## config.mk

```make
export PLATFORM = sky130hd
export DESIGN_NAME = agc_dsa_top
export DESIGN_NICKNAME = d
export VERILOG_FILES = /design/src/agc_pkg.sv /design/src/agc_channel.sv /design/src/agc_dsa_top.sv /design/src/dsa_write_arbiter.sv
export VERILOG_INCLUDE_DIRS = /design/src
export SDC_FILE = /design/constraint.sdc
export NUM_CORES = 1
export LEC_CHECK = 0
export BUFFER_PORTS_ARGS = -buffer_cell sky130_fd_sc_hd__buf_2
export CAP_MARGIN = 0
export CORE_ASPECT_RATIO = 1.4
export CORE_MARGIN = 2
export CORE_UTILIZATION = 60
export DETAILED_ROUTE_END_ITERATION = 6
export PLACE_DENSITY = 0.8
export SLEW_MARGIN = 20
export SYNTH_ARGS = -nofsm -noshare
export SYNTH_HDL_FRONTEND = slang
export SYNTH_HIERARCHICAL = 1
export SYNTH_SLANG_ARGS = --single-unit
```

## constraint.sdc

```tcl
create_clock -name axi_clk -period 4 [get_ports axi_clk]
set_input_delay 0.8 -clock axi_clk [delete_from_list [all_inputs] [get_ports axi_clk]]
set_output_delay 0.8 -clock axi_clk [all_outputs]
set_load 0.05 [all_outputs]
```

## src/agc_consts.svh

```systemverilog
`ifndef AGC_CONSTS_SVH
`define AGC_CONSTS_SVH

// channel count, fixed by the board
`define AGC_NUM_CH      4

// clocks per clock-enable tick
`define AGC_TICK_DIV    4

// attenuation added per tick on over-range
`define AGC_OR_STEP     1

// attenuation added per tick on over-voltage, wins over over-range
`define AGC_OV_STEP     4

// quiet ticks before the code starts to relax
`define AGC_HOLD_TICKS  8

// code at or above this bypasses the lna
`define AGC_LNA_THRESH  96

// top of the 7-bit dsa range
`define AGC_CODE_MAX    127

`endif

```

## src/agc_pkg.sv

```systemverilog
`default_nettype none

`include "agc_consts.svh"

package agc_pkg;

    // dsa attenuation, one step per lsb
    typedef logic [6:0] agc_code_t;

    // per-channel write request to the shared dsa bus
    typedef struct packed {
        logic       pending;            // code differs from last written
        agc_code_t  code;               // latest code, written when served
    } dsa_req_t;

    // shared parallel bus to the attenuators
    typedef struct packed {
        agc_code_t                  data;   // common data lines
        logic [`AGC_NUM_CH-1:0]     le;     // one latch enable per part
    } dsa_bus_t;

endpackage

`default_nettype wire

```

## src/agc_channel.sv

```systemverilog
`timescale 1ns/1ps
`default_nettype none

`include "agc_consts.svh"

module agc_channel (
    input  wire                     axi_clk,
    input  wire                     axi_resetn,
    input  wire                     tick,               // clock enable, 1 in 4
    input  wire                     adc_over_range,
    input  wire                     adc_over_voltage,
    input  wire                     adcp_disable,       // software takes over
    input  wire agc_pkg::agc_code_t ps_rxdsa,           // commanded code / floor
    input  wire                     ps_bypass_lna,
    input  wire                     done,               // write finished, one tick
    output agc_pkg::agc_code_t      pl_rxdsa,
    output logic                    rx_lna_bypass,
    output agc_pkg::dsa_req_t       req
);

    import agc_pkg::*;

    localparam int HOLD_W = $clog2(`AGC_HOLD_TICKS + 1);

    agc_code_t              code_q;                     // current attenuation
    agc_code_t              code_d;
    logic [HOLD_W-1:0]      hold_q;                     // quiet tick count
    logic [HOLD_W-1:0]      hold_d;
    agc_code_t              written_q;                  // last code on the bus
    agc_code_t              written_d;
    logic                   pending_q;
    agc_code_t              hist1_q;                    // code one tick back
    agc_code_t              hist2_q;                    // code two ticks back
    logic [7:0]             step;                       // attack step this tick
    logic [7:0]             sum_up;                     // one extra bit for carry
    logic                   attack;

    // over-voltage step wins over over-range
    always_comb begin
        step = 8'd0;
        if (adc_over_voltage) begin
            step = 8'(`AGC_OV_STEP);
        end else if (adc_over_range) begin
            step = 8'(`AGC_OR_STEP);
        end
    end

    assign attack = adc_over_voltage | adc_over_range;
    assign sum_up = {1'b0, code_q} + step;

    // next code and hold count, applied on tick only
    always_comb begin
        code_d = code_q;
        hold_d = hold_q;
        if (adcp_disable) begin
            code_d = ps_rxdsa;                          // follow software
            hold_d = '0;
        end else if (attack) begin
            if (sum_up > 8'(`AGC_CODE_MAX)) begin
                code_d = agc_code_t'(`AGC_CODE_MAX);    // saturate
            end else begin
                code_d = sum_up[6:0];
            end
            hold_d = '0;                                // restart hold
        end else if (code_q < ps_rxdsa) begin
            code_d = ps_rxdsa;                          // floor raised, jump up
        end else if (hold_q != HOLD_W'(`AGC_HOLD_TICKS)) begin
            hold_d = hold_q + 1'b1;                     // still holding
        end else if (code_q > ps_rxdsa) begin
            code_d = code_q - 1'b1;                     // decay one step
        end
    end

    // bus data was sampled by the arbiter two ticks before done reaches us
    assign written_d = done ? hist2_q : written_q;

    always_ff @(posedge axi_clk) begin
        if (!axi_resetn) begin
            code_q    <= '0;
            hold_q    <= '0;
            written_q <= '0;
            pending_q <= 1'b0;
        end else if (tick) begin
            code_q    <= code_d;
            hold_q    <= hold_d;
            written_q <= written_d;
            pending_q <= (code_d != written_d);         // latest value wins
        end
    end

    // code history, lines up with the bus data when done arrives
    always_ff @(posedge axi_clk) begin
        if (tick) begin
            hist1_q <= code_q;
            hist2_q <= hist1_q;
        end
    end

    assign pl_rxdsa    = code_q;
    assign req.pending = pending_q;
    assign req.code    = code_q;

    // auto bypass only while the loop is running
    assign rx_lna_bypass = ps_bypass_lna |
                           (~adcp_disable & (code_q >= agc_code_t'(`AGC_LNA_THRESH)));

endmodule

`default_nettype wire

```

## src/agc_dsa_top.sv

```systemverilog
`timescale 1ns/1ps
`default_nettype none

`include "agc_consts.svh"

module agc_dsa_top (
    input  wire                                         axi_clk,
    input  wire                                         axi_resetn,
    input  wire [`AGC_NUM_CH-1:0]                       adc_over_range,
    input  wire [`AGC_NUM_CH-1:0]                       adc_over_voltage,
    input  wire [`AGC_NUM_CH-1:0]                       adcp_disable,
    input  wire agc_pkg::agc_code_t [`AGC_NUM_CH-1:0]   ps_rxdsa,
    input  wire [`AGC_NUM_CH-1:0]                       ps_bypass_lna,
    output wire agc_pkg::agc_code_t [`AGC_NUM_CH-1:0]   pl_rxdsa,
    output wire [`AGC_NUM_CH-1:0]                       rx_lna_bypass,
    output wire agc_pkg::dsa_bus_t                      dsa_bus
);

    import agc_pkg::*;

    wire dsa_req_t [`AGC_NUM_CH-1:0]    req;            // channel to arbiter
    wire                                tick;
    wire [`AGC_NUM_CH-1:0]              done;

    // index 0 drives latch enable 1 on the board
    for (genvar i = 0; i < `AGC_NUM_CH; i++) begin : gen_ch
        agc_channel i_channel (
            .axi_clk          (axi_clk),
            .axi_resetn       (axi_resetn),
            .tick             (tick),
            .adc_over_range   (adc_over_range[i]),
            .adc_over_voltage (adc_over_voltage[i]),
            .adcp_disable     (adcp_disable[i]),
            .ps_rxdsa         (ps_rxdsa[i]),
            .ps_bypass_lna    (ps_bypass_lna[i]),
            .done             (done[i]),
            .pl_rxdsa         (pl_rxdsa[i]),
            .rx_lna_bypass    (rx_lna_bypass[i]),
            .req              (req[i])
        );
    end

    dsa_write_arbiter i_arbiter (
        .axi_clk    (axi_clk),
        .axi_resetn (axi_resetn),
        .req        (req),
        .tick       (tick),                             // shared clock enable
        .done       (done),
        .dsa_bus    (dsa_bus)
    );

endmodule

`default_nettype wire

```

## src/dsa_write_arbiter.sv

```systemverilog
`timescale 1ns/1ps
`default_nettype none

`include "agc_consts.svh"

module dsa_write_arbiter (
    input  wire                                         axi_clk,
    input  wire                                         axi_resetn,
    input  wire agc_pkg::dsa_req_t [`AGC_NUM_CH-1:0]    req,
    output logic                                        tick,       // 1 cycle in 4
    output logic [`AGC_NUM_CH-1:0]                      done,       // one tick per write
    output agc_pkg::dsa_bus_t                           dsa_bus
);

    import agc_pkg::*;

    localparam int CNT_W = $clog2(`AGC_TICK_DIV);
    localparam int PTR_W = $clog2(`AGC_NUM_CH);

    // write sequence, one state per tick
    typedef enum logic [1:0] {
        SET_DATA  = 2'd0,                               // wait for a request, drive data
        SET_LE    = 2'd1,                               // pulse the latch enable
        REMOVE_LE = 2'd2                                // hold data one more tick
    } seq_t;

    logic [CNT_W-1:0]       div_q;                      // tick divider
    logic [PTR_W-1:0]       ptr_q;                      // round-robin pointer
    logic [PTR_W-1:0]       ptr_d;
    logic [PTR_W-1:0]       sel_q;                      // channel being written
    logic [`AGC_NUM_CH-1:0] sel_oh;
    logic                   stay;
    seq_t                   seq_q;
    dsa_bus_t               bus_q;
    logic [`AGC_NUM_CH-1:0] done_q;

    // clock enable for the slow dsa bus
    always_ff @(posedge axi_clk) begin
        if (!axi_resetn) begin
            div_q <= '0;
        end else if (div_q == CNT_W'(`AGC_TICK_DIV - 1)) begin
            div_q <= '0;
        end else begin
            div_q <= div_q + 1'b1;
        end
    end

    assign tick = (div_q == CNT_W'(`AGC_TICK_DIV - 1));

    // park on a pending channel until its done is seen
    assign stay = req[ptr_q].pending & ~done[ptr_q];

    always_comb begin
        if (stay) begin
            ptr_d = ptr_q;
        end else if (ptr_q == PTR_W'(`AGC_NUM_CH - 1)) begin
            ptr_d = '0;                                 // wrap to channel 1
        end else begin
            ptr_d = ptr_q + 1'b1;
        end
    end

    // pending may drop mid-write, so the served channel is latched
    assign sel_oh = `AGC_NUM_CH'(1) << sel_q;

    always_ff @(posedge axi_clk) begin
        if (!axi_resetn) begin
            ptr_q  <= '0;
            sel_q  <= '0;
            seq_q  <= SET_DATA;
            bus_q  <= '0;                               // data and enables low
            done_q <= '0;
        end else if (tick) begin
            ptr_q <= ptr_d;
            case (seq_q)
                SET_DATA: begin
                    if (stay) begin
                        bus_q.data <= req[ptr_q].code;  // setup tick
                        sel_q      <= ptr_q;
                        seq_q      <= SET_LE;
                    end
                end
                SET_LE: begin
                    bus_q.le <= sel_oh;                 // latch strobe
                    done_q   <= sel_oh;
                    seq_q    <= REMOVE_LE;
                end
                REMOVE_LE: begin
                    bus_q.le <= '0;                     // data still held
                    done_q   <= '0;
                    seq_q    <= SET_DATA;
                end
                default: begin
                    bus_q.le <= '0;
                    done_q   <= '0;
                    seq_q    <= SET_DATA;
                end
            endcase
        end
    end

    assign done    = done_q;
    assign dsa_bus = bus_q;

endmodule

`default_nettype wire

```

* Word level (Yosys, flattened, before mapping)
Index checks and enable logic that the tools add are counted.
** Cells by class
- $add $sub $neg :: 14
- $lt $le $gt $ge :: 17
- Eq/ne operators :: 16
- Shift operators :: 1
- Muxes and demuxes :: 60
- Bitwise operators :: 21
- Reduce and logical (&&, ||, !) cells :: 14
** Operators with widths (number)
- two-way mux 7 bit :: 28
- two-way mux 4 bit :: 16
- two-way mux 8 bit :: 5
- adder 7 x 8 -> 8 bit :: 4
- greater-than comparator 8 x 7 -> 1 bit, second input constant :: 4
- >= comparator 7 bit, second input constant :: 4
- greater-than comparator 7 bit :: 4
- < comparator 7 bit :: 4
- != test 7 bit :: 4
- subtractor 7 x 1 -> 7 bit, second input constant :: 4
- adder 4 x 1 -> 4 bit, second input constant :: 4
- binary-select mux 8 bit (select 2 bit) :: 1
- != test 4 bit, second input constant :: 4
- AND reduction 3 bit :: 5
- != test 3 x 2 -> 1 bit, second input constant :: 4
- nonzero test 3 bit :: 4
- NOT 1 bit :: 8
- bitwise OR 1 bit :: 8
- case mux 4 bit (2 select lines) :: 1
- AND reduction 2 bit :: 3
- bitwise AND 1 bit :: 5
- two-way mux 1 bit :: 5
- adder 2 x 1 -> 2 bit, second input constant :: 2
- equality test 2 bit, second input constant :: 2
- other kinds (9) :: 10
** Word-level totals
- Register bits :: 151

* Logic depth before layout (Yosys ltp)
- Word-level depth :: 8
- Gate-level depth with buffers :: 10
- Gate-level depth less buffers :: 10

* By module
The synthesis kept the hierarchy.
** Modules (own cells, without submodules)
- agc_channel :: times used 4, cells each 226, area each 2134.5 µm²
- dsa_write_arbiter :: times used 1, cells each 100, area each 1011.0 µm²

* Least setup slack after synthesis
No wires, ideal clock.
- Kind :: reg2reg
- Start :: register i_arbiter.div_q[0]
- End :: register i_arbiter.sel_q[0]
- Arrival time :: 3111 ps
- Required time :: 3928 ps
- Slack :: 817 ps
- Stages on the path, launching flop included :: 6
- Path buffers :: 1
- Period minus slack after synthesis :: 3183 ps
- Cells stage by stage :: dfxtp_1 > ha_1 > nor3b_1 > and2_4 > buf_6 > mux2i_1
** On the way
- Word-level cells in the longest chain between the ends :: 2
** Ends and longest elaborated chain
- start: declaration :: RTL line dsa_write_arbiter.sv:27 : logic [CNT_W-1:0] div_q;
- start signal: assignment :: RTL line dsa_write_arbiter.sv:44 : div_q <= div_q + 1'b1;
- equality test 2 bit :: RTL line dsa_write_arbiter.sv:48 : assign tick = (div_q == CNT_W'(`AGC_TICK_DIV - 1));
- named net tick :: RTL line agc_dsa_top.sv:22 : wire tick;
- AND reduction 3 bit (no source line)
- end signal: assignment :: RTL line dsa_write_arbiter.sv:79 : sel_q <= ptr_q;
- end: declaration :: RTL line dsa_write_arbiter.sv:30 : logic [PTR_W-1:0] sel_q;
The timed path passes the listed nets, and every way through them passes these cells.
A chain may end at the register's enable or synchronous reset.

* Final worst setup path
- Start :: register gen_ch[0].i_channel.code_q[3]
- End :: register gen_ch[0].i_channel.pending_q
** On the way
- Word-level cells in the longest chain between the ends :: 7
- Elaborated cells between the ends (all ways) :: 12
- Classes of those cells :: add/sub (2); order compare (3); eq/ne (1); mux (6)
** Ends and longest elaborated chain
- start: declaration :: RTL line agc_channel.sv:25 : agc_code_t code_q;
- start signal: assignment :: RTL line agc_channel.sv:84 : code_q <= code_d;
- branches (longest 4 deep; another with adder 7 x 8 -> 8 bit)
- two-way mux 7 bit (*) :: RTL line agc_channel.sv:58 : end else if (attack) begin
- two-way mux 7 bit (*) :: RTL line agc_channel.sv:55 : if (adcp_disable) begin
- != test 7 bit (*) :: RTL line agc_channel.sv:87 : pending_q <= (code_d != written_d);
- end signal: assignment :: RTL line agc_channel.sv:87
- end: declaration :: RTL line agc_channel.sv:31 : logic pending_q;
Mark *: on every way between the ends.

==> metrics.md <==
| Metric | Value |
|---|---|
| Status | complete, no violations |
| Placed Instances | 1,215 |
| Layout cells sized above 1 | 19.5% |
| Final worst path period need | 3.03 ns |
| Post-Route Utilization | 66.6% |
| Slew Viols, Final | 0 |
| First-pass GRT wire length | 35.8 mm |
| Hold Crit Class | flop to flop |
| GRT Total Usage | 26.0% |
| Reg2Reg Depth | 8 |
| Largest stage delay on the critical path | 0.75 ns |
| Slowest CP cell | dfxtp_1 |
| Worst rel slew slack | 46.5% |
| Nets | 1,142 |
| CP Class | flop to flop |
| Critical-path cell list | ha_1, nand4_4, a21o_1, a41oi_1, o221ai_1, xnor2_1, a2111oi_4, a21oi_2 |
| Crit start category | flop |
| Clk slew on worst S/H paths | 0.06 ns |
| Die H | 153 um |
| Worst EP required | 4.31 ns |
| Flop pwr share | 46.8% |
| P_leak | 3.93 nW |
| Critical R2R Launch | gen_ch[0].i_channel/pl_rxdsa[3] |
| Starting Density | 61.2% |
| Comb power frac | 13.3% |
| Drt first pass iters | 5 |
| Placer congestion estimate | 0.926 |
| IO Count | 89 |
| Layout area overhead | 8.79% |
| Setup_tns | 0 ns |
| R2r setup slk | 0.97 ns |
| Fin crit share | 75.7% |
| Root buffer cell | clkbuf_16 |
| VDD IR max | 0.000386 V |
| Crit. End Element | flop |
| Hold Buf Count CTS | 0 |
| Buf+Inv Stages, Crit Path | 0 |
| Die ar. | 0.0170 sq mm |
| Total power | 3.66 mW |
| Setup Fix Bufs, Post-CTS | 0 |
| Max-cap violations | 0 |
| H-tree depth | 4 |
| Vias per cell | 6.21 |
| Async set-reset flop share out of synthesis | 0% |
| Setup crit end | gen_ch[0].i_channel/pending_q |
| Cell Rows | 54 |
| Power per cell area | 352 mW/mm^2 |
| Synthesis warning total | 6 |
| Initial antenna violation count | 0 |
| Sw Share | 27.7% |
| Clock power frac | 40.0% |
| Area of the core | 0.0156 sq mm |
| Synth area leader | dfxtp_1 |
| Critical Path AT | 3.33 ns |
| Buffers on Ports | 88 |
| Worst Max-Slew Pin Slew | 0.801 ns |
| GRT overflow | 0 |
| Hold slack | 0.417 ns |
| Critical path's top delay family | compound AO/OA/AOI/OAI gates |
| Ant diodes | 0 |
| Worst Skew | 0.0106 ns |
| Reg-to-Reg End | gen_ch[0].i_channel/pending_q |
| Cells after Synth | 1,004 |
| Largest net degree at the start of global routing | 43 |
| Setup-failing EPs final | 0 |
| Crit. Startpoint | gen_ch[0].i_channel/pl_rxdsa[3] |
| Clock network latency to the later pin of the worst-skew pair | 0.43 ns |
| Final Hold Vio Count | 0 |
| Routed wire length | 22.4 mm |
| Clock tree sinks | 151 |
| RSZ-0062 raised after global routing | false |
| Register area share after synthesis | 37.5% |
| Post-DR wirelength/cell | 17.9 um |
| Layout fillers | 1,270 |
| Cell count along the critical path | 8 |
| Dominant cells by area after synthesis | dfxtp_1 20%, edfxtp_1 18%, ha_1 7.6% |
| HPWL Detailed | 16.0 mm |
| Yosys cell types | 63 |
| Synthesized area | 0.00955 sq mm |
| Vias post-DR | 7,744 |
| Initial DRC count | 477 |
| Sw power | 1.01 mW |
| FMAX | 330 MHz |
| CTS-repair resized insts | 0 |
| Vias in the first global route | 7,318 |
| DRC | 0 |
| Syn Area/Cell | 9.51 sq um |
| EDFF count, synth | 56 |
| Maximum net fanout on the critical path | 17 |
| TritonCTS clock tree | yes |
| Synthesized net count | 1,108 |
| Num CTS Buffers | 17 |
| Antenna-violating nets left | 0 |
| Pint | 2.64 mW |
| Top cell type's share of synthesized area | 19.9% |
| #FFs+latches synth | 151 |
| Synth Flop Type | dfxtp_1 |
| Final Non-Filler Cells | 1,247 |
| DIE WIDTH | 111 um |
| Clock buffer depth | 2 |
## stage by stage
step / setup slack [ns] / area [sq um]
after floorplan: 0.817 / 9550
after global placement: 0.833 / 9850
after detailed placement: 0.741 / 9850
after CTS: 1.00 / 10400
after global routing: 0.740 / 10400
final: 0.974 / 10400
## power by group through the flow
stage                     Sequential [mW]  Combinational, mW  Clock (mW)
after global placement               1.74              0.469           0
after floorplan                      1.75              0.353           0
after CTS                            1.71              0.482        1.47
final                                1.71              0.484        1.46
after global routing                 1.72              0.528        1.54
after detailed placement             1.74              0.478           0
## layout make-up
class | instances | area [sq um] | area share, %
Multi-Input combinational cell | 717 | 5310 | 51.1
Sequential cell | 151 | 3580 | 34.5
Timing Repair Buffer | 98 | 515 | 4.96
Clock buffer | 20 | 447 | 4.30
Tap cell | 196 | 245 | 2.36
Inverter | 53 | 199 | 1.91
Clock inverter | 12 | 92.6 | 0.891
## flip-flops by register name, summed over array words and instances, names as in the netlist
name                        flops
i_arbiter/ptr_q                 2
i_arbiter/done                  4
gen_ch.i_channel/written_q     28
i_arbiter/sel_q                 2
gen_ch.i_channel/hold_q        16
gen_ch.i_channel/hist1_q       28
gen_ch.i_channel/pl_rxdsa      28
i_arbiter/dsa_bus               7
gen_ch.i_channel/hist2_q       28
i_arbiter/div_q                 2
i_arbiter/seq_q                 2
gen_ch.i_channel/pending_q      4
## routing by layer
metal,vias to the layer above,wire (um),track usage (%)
met3,49,1140,4.88
met5,-,0,0
met4,0,626,11.2
met2,243,11600,46.9
met1,3725,9000,30.1
li1,3727,-,-
## worst min path at each step
stage / from / end / slack [ns] / depth (start not counted)
after CTS: gen_ch[0].i_channel/hist1_q[6] / gen_ch[0].i_channel/hist2_q[6] / 0.42 / 0
final: gen_ch[0].i_channel/hist1_q[6] / gen_ch[0].i_channel/hist2_q[6] / 0.42 / 0
after floorplan: gen_ch[0].i_channel/hist1_q[0] / gen_ch[0].i_channel/hist2_q[0] / 0.40 / 0
after global routing: gen_ch[0].i_channel/hist1_q[6] / gen_ch[0].i_channel/hist2_q[6] / 0.42 / 0
after detailed placement: gen_ch[1].i_channel/hist1_q[5] / gen_ch[1].i_channel/hist2_q[5] / 0.40 / 0
after global placement: gen_ch[2].i_channel/hist1_q[5] / gen_ch[2].i_channel/hist2_q[5] / 0.40 / 0
## cells in the mapped netlist, types with 5 or more instances
master	instances
a21o_1	8
a21oi_1	58
a22oi_1	8
a31o_2	8
a31oi_1	12
and4_1	8
buf_4	38
clkbuf_1	31
clkbuf_2	8
dfxtp_1	95
edfxtp_1	56
ha_1	58
inv_1	49
mux2i_1	48
mux4_2	7
nand2_1	74
nand2b_1	9
nand3_1	44
nand3b_1	9
nand4_1	15
nor2_1	77
nor2b_1	13
nor3_1	14
nor4_1	9
nor4b_1	9
nor4bb_1	6
o211a_1	8
o211ai_1	12
o21a_1	5
o21ai_0	32
o21ai_1	8
o221a_2	16
o221ai_1	8
or2_2	8
or3_4	8
xnor2_1	44
## layout by cell type, fill, tap and decap left out, types with 10 or more instances in the layout
cell type	n
xnor2_1	44
buf_4	10
o211ai_1	12
nand4_1	15
o221a_2	16
ha_1	57
edfxtp_1	56
nand3_1	44
nor2_1	77
o21ai_0	32
buf_2	88
a21oi_1	58
clkbuf_16	17
nand2_1	74
nor2b_1	13
inv_1	49
a31oi_1	12
nor3_1	14
mux2i_1	48
dfxtp_1	95
## kinds of logic after synthesis
logic type / count (synthesis) / share of synthesized area (%)
adder cells (fa/ha/maj): 58 / 7.60
AO/OA/AOI/OAI: 222 / 17.1
buffers and inverters: 136 / 7.04
multiplexers: 59 / 7.15
flip-flops: 151 / 37.5
AND/OR/NAND/NOR: 330 / 19.2
XOR/XNOR: 48 / 4.40
No activity file was read; power rests on OpenSTA's default activity.
